File: src/hdl/webp_quant_pkg.sv
// Shared types and fixed quantizer tables; the plane value 3 is not defined and reads as Y1
package webp_quant_pkg;

    typedef enum logic [1:0] {
        Y1 = 2'd0,
        Y2 = 2'd1,
        UV = 2'd2
    } plane_t;

    typedef logic signed [15:0] coef_t;
    typedef logic signed [11:0] level_t;
    typedef logic signed [17:0] dq_t;
    typedef logic [3:0]         pos_t;

    typedef struct packed {
        logic [15:0] q;
        logic [15:0] iq;
        logic [31:0] bias;
        logic [31:0] zthresh;
        logic [15:0] sharpen;
    } qentry_t;

    typedef struct packed {
        coef_t   coef;
        pos_t    pos;
        logic    last;
        qentry_t qe;
    } dec_t;

    typedef struct packed {
        level_t level;
        dq_t    dq;
        pos_t   pos;
        logic   last;
    } result_t;

    localparam int QFIX      = 17;
    localparam int MAX_LEVEL = 2047;
    localparam int BLOCK_LEN = 16;

    // Register map
    localparam int REG_ADDR_W = 2;
    localparam int REG_DATA_W = 32;
    localparam logic [REG_ADDR_W-1:0] REG_CTRL   = 2'd0;
    localparam logic [REG_ADDR_W-1:0] REG_BLOCKS = 2'd1;
    localparam logic [REG_ADDR_W-1:0] REG_NZ     = 2'd2;

    // Y1 sharpen at positions 0-6, 8, 9 and 12
    localparam logic [15:0] Y1_SHARPEN = 16'h137F;

    // ------------------------------
    // Position 0 takes the DC entry, the rest take AC
    function automatic qentry_t q_table(plane_t plane, pos_t pos);
        qentry_t e;
        logic    dc;
        dc = (pos == '0);
        case (plane)
            Y2: begin
                e.q       = dc ? 16'h0030 : 16'h002E;
                e.iq      = dc ? 16'h0AAA : 16'h0B21;
                e.bias    = dc ? 32'hC000 : 32'hD800;
                e.zthresh = dc ? 32'h001E : 32'h001A;
                e.sharpen = '0;
            end
            UV: begin
                e.q       = dc ? 16'h0017 : 16'h001A;
                e.iq      = dc ? 16'h1642 : 16'h13B1;
                e.bias    = dc ? 32'hDC00 : 32'hE600;
                e.zthresh = dc ? 32'h000D : 32'h000E;
                e.sharpen = '0;
            end
            default: begin
                e.q       = dc ? 16'h0018 : 16'h001E;
                e.iq      = dc ? 16'h1555 : 16'h1111;
                e.bias    = dc ? 32'hC000 : 32'hDC00;
                e.zthresh = dc ? 32'h000F : 32'h0011;
                e.sharpen = {15'b0, Y1_SHARPEN[pos]};
            end
        endcase
        return e;
    endfunction

endpackage

File: src/hdl/coef_fifo.sv
// Show-ahead FIFO; writes while full and reads while empty are dropped, AFULL must be <= DEPTH
`timescale 1ns/1ps

module coef_fifo #(
    parameter type payload_t = logic [15:0],
    parameter int  DEPTH     = 32,
    parameter int  AFULL     = 28
) (
    input  logic     clk,
    input  logic     i_rst,
    input  logic     i_wr,
    input  payload_t i_din,
    input  logic     i_rd,
    output payload_t o_dout,
    output logic     o_empty,
    output logic     o_full,
    output logic     o_afull
);

    localparam int AW = $clog2(DEPTH);

    payload_t      mem [DEPTH];
    logic [AW-1:0] wr_ptr;
    logic [AW-1:0] rd_ptr;
    logic [AW:0]   count;
    logic          do_wr;
    logic          do_rd;

    assign do_wr = i_wr && !o_full;
    assign do_rd = i_rd && !o_empty;

    always_ff @(posedge clk) begin
        if (do_wr) begin
            mem[wr_ptr] <= i_din;
        end
    end

    always_ff @(posedge clk) begin
        if (i_rst) begin
            wr_ptr <= '0;
            rd_ptr <= '0;
            count  <= '0;
        end else begin
            if (do_wr) begin
                wr_ptr <= (wr_ptr == AW'(DEPTH - 1)) ? '0 : wr_ptr + 1'b1;
            end
            if (do_rd) begin
                rd_ptr <= (rd_ptr == AW'(DEPTH - 1)) ? '0 : rd_ptr + 1'b1;
            end
            case ({do_wr, do_rd})
                2'b10:   count <= count + 1'b1;
                2'b01:   count <= count - 1'b1;
                default: count <= count;
            endcase
        end
    end

    // Head entry is visible without a read
    assign o_dout  = mem[rd_ptr];
    assign o_empty = (count == '0);
    assign o_full  = (count == (AW + 1)'(DEPTH));
    assign o_afull = (count >= (AW + 1)'(AFULL));

endmodule

File: src/hdl/quant_coef_decode.sv
// Pops only with room downstream for every result in flight; start is expected only while idle
`timescale 1ns/1ps

module quant_coef_decode (
    input  logic                   clk,
    input  logic                   i_rst,
    input  webp_quant_pkg::plane_t i_plane,
    input  logic                   i_start,
    input  logic                   i_empty,
    input  logic                   i_out_afull,
    input  webp_quant_pkg::coef_t  i_coef,
    output logic                   o_pop,
    output webp_quant_pkg::dec_t   o_dec,
    output logic                   o_dec_valid
);

    webp_quant_pkg::pos_t pos;
    logic                 pos_last;

    assign o_pop    = !i_empty && !i_out_afull;
    assign pos_last = (pos == webp_quant_pkg::pos_t'(webp_quant_pkg::BLOCK_LEN - 1));

    // Position within the 4x4 block
    always_ff @(posedge clk) begin
        if (i_rst) begin
            pos         <= '0;
            o_dec_valid <= 1'b0;
        end else begin
            o_dec_valid <= o_pop;
            if (i_start) begin
                pos <= '0;
            end else if (o_pop) begin
                pos <= pos_last ? '0 : pos + 1'b1;
            end
        end
    end

    // Coefficient plus its table entry
    always_ff @(posedge clk) begin
        if (o_pop) begin
            o_dec.coef <= i_coef;
            o_dec.pos  <= pos;
            o_dec.last <= pos_last;
            o_dec.qe   <= webp_quant_pkg::q_table(i_plane, pos);
        end
    end

endmodule

File: src/hdl/quant_execute.sv
// Fixed two-cycle quantizer without stall; level clamps to +-MAX_LEVEL before dequantization
`timescale 1ns/1ps

module quant_execute (
    input  logic                    clk,
    input  logic                    i_rst,
    input  webp_quant_pkg::dec_t    i_dec,
    input  logic                    i_dec_valid,
    output webp_quant_pkg::result_t o_res,
    output logic                    o_res_valid
);

    logic [15:0] mag;
    logic [16:0] sharp_mag;

    logic                 s1_valid;
    logic                 s1_sign;
    logic                 s1_keep;
    logic [16:0]          s1_mag;
    logic [15:0]          s1_q;
    logic [15:0]          s1_iq;
    logic [31:0]          s1_bias;
    webp_quant_pkg::pos_t s1_pos;
    logic                 s1_last;

    logic [33:0]             acc;
    logic [33:0]             qdiv;
    logic [10:0]             lvl_mag;
    webp_quant_pkg::level_t  lvl;
    logic signed [28:0]      dq_full;

    // ------------------------------
    // Stage 1 sign, magnitude, dead zone
    assign mag       = i_dec.coef[15] ? 16'(-i_dec.coef) : 16'(i_dec.coef);
    assign sharp_mag = 17'(mag) + 17'(i_dec.qe.sharpen);

    always_ff @(posedge clk) begin
        s1_sign <= i_dec.coef[15];
        s1_keep <= 32'(sharp_mag) > i_dec.qe.zthresh;
        s1_mag  <= sharp_mag;
        s1_q    <= i_dec.qe.q;
        s1_iq   <= i_dec.qe.iq;
        s1_bias <= i_dec.qe.bias;
        s1_pos  <= i_dec.pos;
        s1_last <= i_dec.last;
    end

    // ------------------------------
    // Stage 2 divide by multiply, clamp, dequantize
    always_comb begin
        acc     = 34'(s1_mag) * 34'(s1_iq) + 34'(s1_bias);
        qdiv    = acc >> webp_quant_pkg::QFIX;
        lvl_mag = (qdiv > 34'(webp_quant_pkg::MAX_LEVEL)) ? 11'(webp_quant_pkg::MAX_LEVEL)
                                                           : qdiv[10:0];
        if (!s1_keep) begin
            lvl = '0;
        end else begin
            lvl = s1_sign ? -webp_quant_pkg::level_t'(lvl_mag)
                          : webp_quant_pkg::level_t'(lvl_mag);
        end
        dq_full = lvl * $signed({1'b0, s1_q});
    end

    always_ff @(posedge clk) begin
        o_res.level <= lvl;
        o_res.dq    <= webp_quant_pkg::dq_t'(dq_full);
        o_res.pos   <= s1_pos;
        o_res.last  <= s1_last;
    end

    always_ff @(posedge clk) begin
        if (i_rst) begin
            s1_valid    <= 1'b0;
            o_res_valid <= 1'b0;
        end else begin
            s1_valid    <= i_dec_valid;
            o_res_valid <= s1_valid;
        end
    end

endmodule

File: src/hdl/quant_reg_decode.sv
// Register hub; plane changes are only safe while the input FIFO is empty and the pipeline idle
`timescale 1ns/1ps

module quant_reg_decode (
    input  logic                                  clk,
    input  logic                                  i_rst,
    input  logic                                  i_reg_wr,
    input  logic                                  i_reg_rd,
    input  logic [webp_quant_pkg::REG_ADDR_W-1:0] i_reg_addr,
    input  logic [webp_quant_pkg::REG_DATA_W-1:0] i_reg_wdata,
    output logic [webp_quant_pkg::REG_DATA_W-1:0] o_reg_rdata,
    input  logic [31:0]                           i_blocks,
    input  logic [31:0]                           i_nz,
    output webp_quant_pkg::plane_t                o_plane,
    output logic                                  o_start
);

    localparam int DW = webp_quant_pkg::REG_DATA_W;

    logic ctrl_wr;

    assign ctrl_wr = i_reg_wr && (i_reg_addr == webp_quant_pkg::REG_CTRL);

    // ------------------------------
    // Plane select and start pulse
    always_ff @(posedge clk) begin
        if (i_rst) begin
            o_plane <= webp_quant_pkg::Y1;
            o_start <= 1'b0;
        end else begin
            o_start <= ctrl_wr && i_reg_wdata[31];
            if (ctrl_wr) begin
                o_plane <= webp_quant_pkg::plane_t'(i_reg_wdata[1:0]);
            end
        end
    end

    // ------------------------------
    // Read data, one cycle after the strobe
    always_ff @(posedge clk) begin
        if (i_rst) begin
            o_reg_rdata <= '0;
        end else if (i_reg_rd) begin
            case (i_reg_addr)
                webp_quant_pkg::REG_CTRL:   o_reg_rdata <= DW'(o_plane);
                webp_quant_pkg::REG_BLOCKS: o_reg_rdata <= DW'(i_blocks);
                webp_quant_pkg::REG_NZ:     o_reg_rdata <= DW'(i_nz);
                default:                    o_reg_rdata <= '0;
            endcase
        end
    end

endmodule

File: src/hdl/quant_result.sv
// Counters restart on start and wrap at 2^32; the output FIFO must keep room for results in flight
`timescale 1ns/1ps

module quant_result (
    input  logic                    clk,
    input  logic                    i_rst,
    input  webp_quant_pkg::result_t i_res,
    input  logic                    i_res_valid,
    input  logic                    i_start,
    output logic                    o_wr,
    output webp_quant_pkg::result_t o_din,
    output logic [31:0]             o_blocks,
    output logic [31:0]             o_nz
);

    // Output FIFO write port
    always_ff @(posedge clk) begin
        if (i_rst) begin
            o_wr <= 1'b0;
        end else begin
            o_wr <= i_res_valid;
        end
    end

    always_ff @(posedge clk) begin
        if (i_res_valid) begin
            o_din <= i_res;
        end
    end

    // ------------------------------
    // Status counters
    always_ff @(posedge clk) begin
        if (i_rst || i_start) begin
            o_blocks <= '0;
            o_nz     <= '0;
        end else if (i_res_valid) begin
            if (i_res.level != '0) begin
                o_nz <= o_nz + 32'd1;
            end
            if (i_res.last) begin
                o_blocks <= o_blocks + 32'd1;
            end
        end
    end

endmodule

File: src/hdl/webp_quant_top.sv
// Writes while o_in_full are lost; the host must read o_out_data only while o_out_empty is low
`timescale 1ns/1ps

module webp_quant_top #(
    parameter int IN_DEPTH  = 32,
    parameter int OUT_DEPTH = 32
) (
    input  logic                                  clk,
    input  logic                                  i_rst,
    input  logic                                  i_reg_wr,
    input  logic                                  i_reg_rd,
    input  logic [webp_quant_pkg::REG_ADDR_W-1:0] i_reg_addr,
    input  logic [webp_quant_pkg::REG_DATA_W-1:0] i_reg_wdata,
    output logic [webp_quant_pkg::REG_DATA_W-1:0] o_reg_rdata,
    input  logic                                  i_coef_wr,
    input  webp_quant_pkg::coef_t                 i_coef,
    output logic                                  o_in_full,
    input  logic                                  i_out_rd,
    output webp_quant_pkg::result_t               o_out_data,
    output logic                                  o_out_empty
);

    // Room for every result between pop and FIFO write
    localparam int IN_AFULL  = IN_DEPTH - 4;
    localparam int OUT_AFULL = OUT_DEPTH - 4;

    webp_quant_pkg::plane_t  plane;
    logic                    start;
    logic [31:0]             blocks;
    logic [31:0]             nz;
    webp_quant_pkg::coef_t   in_dout;
    logic                    in_empty;
    logic                    in_pop;
    logic                    out_afull;
    webp_quant_pkg::dec_t    dec;
    logic                    dec_valid;
    webp_quant_pkg::result_t res;
    logic                    res_valid;
    webp_quant_pkg::result_t out_din;
    logic                    out_wr;

    quant_reg_decode reg_decode_i (
        .clk(clk), .i_rst(i_rst),
        .i_reg_wr(i_reg_wr), .i_reg_rd(i_reg_rd),
        .i_reg_addr(i_reg_addr), .i_reg_wdata(i_reg_wdata), .o_reg_rdata(o_reg_rdata),
        .i_blocks(blocks), .i_nz(nz), .o_plane(plane), .o_start(start)
    );

    coef_fifo #(
        .payload_t(webp_quant_pkg::coef_t), .DEPTH(IN_DEPTH), .AFULL(IN_AFULL)
    ) in_fifo_i (
        .clk(clk), .i_rst(i_rst), .i_wr(i_coef_wr), .i_din(i_coef), .i_rd(in_pop),
        .o_dout(in_dout), .o_empty(in_empty), .o_full(o_in_full), .o_afull()
    );

    quant_coef_decode coef_decode_i (
        .clk(clk), .i_rst(i_rst), .i_plane(plane), .i_start(start),
        .i_empty(in_empty), .i_out_afull(out_afull), .i_coef(in_dout),
        .o_pop(in_pop), .o_dec(dec), .o_dec_valid(dec_valid)
    );

    quant_execute execute_i (
        .clk(clk), .i_rst(i_rst), .i_dec(dec), .i_dec_valid(dec_valid),
        .o_res(res), .o_res_valid(res_valid)
    );

    quant_result result_i (
        .clk(clk), .i_rst(i_rst), .i_res(res), .i_res_valid(res_valid), .i_start(start),
        .o_wr(out_wr), .o_din(out_din), .o_blocks(blocks), .o_nz(nz)
    );

    coef_fifo #(
        .payload_t(webp_quant_pkg::result_t), .DEPTH(OUT_DEPTH), .AFULL(OUT_AFULL)
    ) out_fifo_i (
        .clk(clk), .i_rst(i_rst), .i_wr(out_wr), .i_din(out_din), .i_rd(i_out_rd),
        .o_dout(o_out_data), .o_empty(o_out_empty), .o_full(), .o_afull(out_afull)
    );

endmodule

File: config.mk
export PLATFORM = sky130hd
export DESIGN_NAME = webp_quant_top
export DESIGN_NICKNAME = d
export VERILOG_FILES = /design/src/hdl/webp_quant_pkg.sv /design/src/hdl/coef_fifo.sv /design/src/hdl/quant_coef_decode.sv /design/src/hdl/quant_execute.sv /design/src/hdl/quant_reg_decode.sv /design/src/hdl/quant_result.sv /design/src/hdl/webp_quant_top.sv
export SDC_FILE = /design/constraint.sdc
export NUM_CORES = 2
export LEC_CHECK = 0
export ABC_AREA = 1
export BUFFER_PORTS_ARGS = -buffer_cell sky130_fd_sc_hd__buf_4
export CORE_ASPECT_RATIO = 1.75
export CORE_UTILIZATION = 45
export DETAILED_ROUTE_END_ITERATION = 16
export PLACE_DENSITY = 0.68
export SETUP_SLACK_MARGIN = 0.05
export SYNTH_ARGS = -nofsm -noshare
export SYNTH_HDL_FRONTEND = slang
export SYNTH_SLANG_ARGS = --single-unit
export TNS_END_PERCENT = 1
File: constraint.sdc
create_clock -name clk -period 15 [get_ports clk]
set_input_delay 3 -clock clk [delete_from_list [all_inputs] [get_ports clk]]
set_output_delay 3 -clock clk [all_outputs]
set_load 0.1 [all_outputs]
# Word level (Yosys, flattened, before mapping)
# Memories as Yosys holds them, arrays and structs flattened. A register that Yosys moved wholly into a read port is not among the register bits.
# Cells that the tools add are included.
[word_totals]
elab_cells = 135
romBits = 16
ff_bits = 414
ramBits = 1632
output_inout_bits = 69
mem_count = 3
inputBits = 56
[op_classes]
n_mul = 2
magnitude_cmp = 4
eq_ne = 15
add_sub_neg = 15
n_reduce_logical = 23
n_mux = 34
[mem_list]
columns = ["memory", "words", "word_bits", "read_ports", "rd_clocked_by_memory_dff", "wr", "line_no", "rtl"]
rows = [
  ["out_fifo_i.mem", 32, 35, 1, 1, 1, "coef_fifo.sv:22", "payload_t mem [DEPTH];"],
  ["in_fifo_i.mem", 32, 16, 1, 1, 1, "coef_fifo.sv:22", ""],
  ["(name not given)", 16, 1, 1, 1, 0, "webp_quant_pkg.sv:77", "e.sharpen = {15'b0, Y1_SHARPEN[pos]};"],
]
[ops]
columns = ["op", "n"]
rows = [
  ["112-bit case mux with 2 select lines", 1],
  ["32-bit case mux with 3 select lines", 1],
  ["32-bit by 1-bit adder with 32-bit output, second input constant", 2],
  ["5-bit two-way mux", 8],
  ["33-bit by 32-bit adder with 34-bit output", 1],
  ["17-bit by 16-bit multiplier with 33-bit output", 1],
  ["11-bit two-way mux", 3],
  ["17-bit by 32-bit greater-than comparator with 1-bit output", 1],
  ["13-bit two-way mux", 2],
  ["12-bit two-way mux", 2],
  ["6-bit case mux with 2 select lines", 2],
  ["5-bit by 1-bit adder with 5-bit output, second input constant", 4],
  ["5-bit equality test, second input constant", 4],
  ["12-bit by 17-bit multiplier with 18-bit output", 1],
  ["16-bit by 16-bit adder with 17-bit output", 1],
  ["17-bit by 11-bit greater-than comparator with 1-bit output, second input constant", 1],
  ["16-bit two-way mux", 1],
  ["4-bit two-way mux", 4],
  ["16-bit negator", 1],
  ["14-bit two-way mux", 1],
  ["6-bit by 1-bit adder with 6-bit output, second input constant", 2],
  ["6-bit equality test, second input constant", 2],
  ["6-bit logical NOT", 2],
  ["11-bit negator with 12-bit output", 1],
  ["20 further kinds", 44],
]

# Logic depth before layout (Yosys ltp)
[depth]
ltp_word = 8
ltp_mapped = 60
mapped_depth_nobuf = 58

# Hierarchy
# From an unflattened synthesis, not the netlist that was laid out.
[unflattened]
cells_unflattened = 9491
area_unflattened_um2 = 96882.9
[by_module_without_submodules]
columns = ["mod", "cells_each", "seq_area_each_um2", "n_inst", "area_each_um2"]
rows = [
  ["coef_fifo at out_fifo_i", 3859, 34052.7, 1, 45971.6],
  ["coef_fifo at in_fifo_i", 1881, 15795.1, 1, 21929.8],
  ["quant_execute", 2621, 2502.4, 1, 19929.1],
  ["quant_result", 612, 2352.3, 1, 4725.8],
  ["quant_coef_decode", 226, 1441.4, 1, 2585.0],
  ["quant_reg_decode", 292, 700.7, 1, 1741.7],
]

# Worst setup path after synthesis
# Ideal clock, no wire load.
[synth_timing]
path_kind = "register to register"
start = "reg execute_i.s1_iq[9]"
end = "reg execute_i.o_res[21] (netlist bit)"
slack_ps = 4914
t_arrival_ps = 9965
stages_incl_launch_ff = 56
path_buffers = 2
cell_sequence = "dfxtp_1 -> clkbuf_1 -> clkbuf_1 -> nand2_1 -> fa_1 -> inv_1 -> fa_1 -> inv_1 -> fa_1 -> inv_1 -> fa_1 -> fa_1 -> inv_1 -> fa_1 -> inv_1 -> ha_1 -> nand2_1 -> inv_1 -> (+20 left out) -> fa_1 -> fa_1 -> inv_1 -> ha_1 -> fa_1 -> inv_1 -> fa_1 -> inv_1 -> ha_1 -> nand4_1 -> o221ai_1 -> a21o_1 -> a21oi_1 -> o21ai_0 -> a21oi_1 -> nor2_1 -> nor2_1 -> xor2_1"
[synth_between]
elab_chain_len = 8
[synth_rtl]
columns = ["item", "line_no", "rtl"]
rows = [
  ["from (decl)", "quant_execute.sv:21", "logic [15:0] s1_iq;"],
  ["from (signal assigned)", "quant_execute.sv:42", "s1_iq <= i_dec.qe.iq;"],
  ["17-bit by 16-bit multiplier with 33-bit output *", "quant_execute.sv:51", "acc = 34'(s1_mag) * 34'(s1_iq) + 34'(s1_bias);"],
  ["33-bit by 32-bit adder with 34-bit output *", "quant_execute.sv:51", ""],
  ["17-bit by 11-bit greater-than comparator with 1-bit output", "quant_execute.sv:53", "lvl_mag = (qdiv > 34'(webp_quant_pkg::MAX_LEVEL)) ? 11'(webp_quant_pkg::MAX_LEVEL)"],
  ["11-bit two-way mux *", "quant_execute.sv:53", ""],
  ["11-bit negator with 12-bit output", "quant_execute.sv:58", "lvl = s1_sign ? -webp_quant_pkg::level_t'(lvl_mag)"],
  ["12-bit two-way mux *", "quant_execute.sv:58", ""],
  ["12-bit two-way mux *", "quant_execute.sv:55", "if (!s1_keep) begin"],
  ["named net execute_i.lvl[4]", "quant_execute.sv:29", "webp_quant_pkg::level_t lvl;"],
  ["12-bit by 17-bit multiplier with 18-bit output *", "quant_execute.sv:61", "dq_full = lvl * $signed({1'b0, s1_q});"],
  ["named net execute_i.dq_full[16]", "quant_execute.sv:30", "logic signed [28:0] dq_full;"],
  ["to (decl)", "quant_execute.sv:9", "output webp_quant_pkg::result_t o_res,"],
]
# The timed path passes the listed nets; every way through them passes the cells marked *.
# A chain may end at the register's enable or synchronous reset.

# Worst setup path after layout
[layout_timing]
start = "reg execute_i.s1_iq[2]"
end = "reg execute_i.o_res[21] (netlist bit)"
# The elaborated chain is that of the path after synthesis.

==> key figures <==
Status
  – Outcome: finished, final reports clean

Logic synthesis
  – Post-synthesis sequential area ratio: 0.645
  – Top cell type by total area after synthesis: edfxtp_1
  – EDFF count, synth: 1711
  – Library cells used by synthesis: 60
  – Mapped Area: 86500 sq um
  – Synth top cells by count: edfxtp_1 (1711), nor2_1 (1193), o21ai_0 (967)
  – Synth area leaders: edfxtp_1 (59%), o21ai_0 (5.6%), nor2_1 (5.2%)
  – Post-synth top area share: 0.594
  – Async S/R FF share, synth: 0
  – Dominant cell by count in the synthesized netlist: edfxtp_1
  – Average cell area after synthesis: 11.6 sq um
  – Syn_nets: 7919
  – Mapped Cells: 7441
  – Synth warn: 0
  – Seq cells post-synth: 1932
  – Prevailing post-synth register cell: edfxtp_1

Clock network
  – CTS tree: yes
  – Reg clk slew, reported paths: 0.07 ns
  – Root buf cell: clkbuf_16
  – Clk buf depth: 4
  – Setup Fix Bufs, Post-CTS: 0
  – CTS resizes: 0
  – Num Clock Sinks: 1932
  – Htree depth: 4
  – Inserted Clock Buffers: 178
  – Post-CTS Hold Buffers: 0
  – Clk_lat worst skew: 0.84 ns

Die
  – Die Ht: 582 um
  – Die area: 194000 sq um
  – Die W: 333 um
  – FP Rows: 212
  – Core box area: 191000 sq um
  – Starting Density: 0.454
  – IO Pins: 125

Cells and area
  – Area growth syn-to-layout: 10.4%
  – Share of cells above drive strength 1: 0.0778
  – Final nets: 7882

Global routing
  – Antenna violations before repair: 5
  – Pin count of the biggest net entering global routing: 205
  – First-pass GRT wire length: 350000 um
  – GRT Overall Usage: 0.240
  – Remaining Overflow, GRT: 0
  – Vias in the first global route: 58800

Drt
  – Met2 wire len: 123000 um
  – Final WL: 237000 um
  – DR pass1 iterations: 6
  – Met3 Wirelength: 15600 um
  – Max Used Layer: met5
  – Initial DRC count: 5483
  – DRT antenna net count: 0
  – DR WL/cell: 23.7 um
  – Vias/cell: 5.84
  – Vias: 58400
  – DRC Markers: 0
  – Met1 wire length: 80500 um

Setup path
  – CP startpoint kind: flip-flop
  – R2r setup slk: 3.60 ns
  – Critical Path RT: 15.74 ns
  – CP delay by family, top: adder cells
  – CP peak stage delay: 0.89 ns
  – Worst Setup End Kind: flip-flop
  – Crit Path Max Fanout: 17
  – Buffers plus inverters on the worst setup path: 10
  – Kind of critical path: flip-flop to flip-flop
  – Worst path slowest cell: dfxtp_1
  – Arr. time, crit path: 12.14 ns

Timing
  – Fin crit period: 11.40 ns
  – Worst Skew: 0.0777 ns
  – Final hold vios: 0
  – Slew margin rel.: 0.291
  – Pin slew with the least headroom to its limit: 1.06 ns
  – Max Fclk: 0.0877 GHz
  – RSZ-0062 raised after global routing: false
  – Max Slew Vio Count: 0
  – Setup TNS: 0 ns
  – Tcrit/Tclk final: 0.760
  – # setup viols final: 0

Placed design
  – Count of input and output buffers: 95
  – Final RePlAce weighted congestion: 0.895
  – DPL Wire Length: 139000 um

Min path
  – Hold crit path type: flip-flop to flip-flop

Job
  – MaxCap Viol Count: 0
==> flip-flops by register name, indices dropped and copies added (netlist names), 2 cells and up, named ones only <==
name and flops:
coef_decode_i.o_dec 44, coef_decode_i.pos 4, execute_i.o_res 35, execute_i.s1_bias 3, execute_i.s1_iq 11, execute_i.s1_mag 17, execute_i.s1_pos 4, execute_i.s1_q 3
in_fifo_i.count 6, in_fifo_i.mem 512, in_fifo_i.rd_ptr 5, in_fifo_i.wr_ptr 5, out_fifo_i.count 6, out_fifo_i.mem 1120, out_fifo_i.rd_ptr 5, out_fifo_i.wr_ptr 5
reg_decode_i.o_plane 2, reg_decode_i.o_reg_rdata 32, result_i.o_blocks 32, result_i.o_din 35, result_i.o_nz 32
==> path summary, 6_finish.rpt <==
| kind | endpoint | depth (start not counted) | from |
|---|---|---|---|
| min | execute_i.s1_bias[9]$_DFF_P_ | 0 | coef_decode_i.o_dec[57]$_DFFE_PP_ |
| max | execute_i.o_res[21]$_DFF_P_ | 51 | execute_i.s1_iq[2]$_DFF_P_ |
| max reg2reg | execute_i.o_res[21]$_DFF_P_ | 51 | execute_i.s1_iq[2]$_DFF_P_ |
| min reg2reg | execute_i.s1_bias[9]$_DFF_P_ | 0 | coef_decode_i.o_dec[57]$_DFFE_PP_ |
==> placed cells by master, fill, tap and decap left out, drive strengths merged, types with 49 or more instances in the layout <==
cell    netlist  layout
nand2       686     686
ha          210     210
fa          212     212
nand4        49      49
o221ai      283     283
nor2       1206    1206
dfxtp       221     221
o21ai       971     971
buf          22     203
clkinv        7      64
a21oi       110     110
edfxtp     1711    1711
clkbuf      398     227
nand3       209     209
inv         725     731
o22ai       150     150
==> per-layer routing <==
| metal | global-route usage | vias up |
|---|---|---|
| met5 | 0 | - |
| met2 | 0.437 | 2630 |
| met1 | 0.254 | 28800 |
| li1 | - | 26200 |
| met3 | 0.0294 | 769 |
| met4 | 0.172 | 6 |
==> through the flow <==
stage               utilization  hold slack (ns)  setup slack, ns  area [sq um]  std cells
CTS                       0.501            0.303             3.61         95500       9994
detailed placement        0.471            0.313             3.62         89900       9685
floorplan                     -            0.310             4.91         86500       7441
global route              0.501            0.333             2.89         95500       9995
global placement          0.471            0.314             3.62         89900       9685
finish                    0.501            0.305             3.60         95500       9995
==> final cells by class <==
cell class / count / area [sq um]
antenna: 1 / 2.50
clock buffer: 227 / 4790
inverter: 732 / 2780
fill: 16200 / 95200
tap: 2461 / 3080
clock inverter: 82 / 830
sequential: 1932 / 55800
multi-input combinational: 4357 / 26600
timing repair buffer: 203 / 1560
==> logic make-up after synthesis <==
kind of cell	Yosys count	synth area share
and+or+nand+nor	2235	0.106
buffers and inverters	1152	0.0502
DFF	1932	0.645
other	1	0.0000433
AOI/OAI and AO/OA	1643	0.113
adders and majority gates	423	0.0795
xor gates and xnor gates	55	0.00557
Power is left out: the tool's default activity adds up to more than one toggle a clock period on the data nets, which glitch-free logic cannot reach.
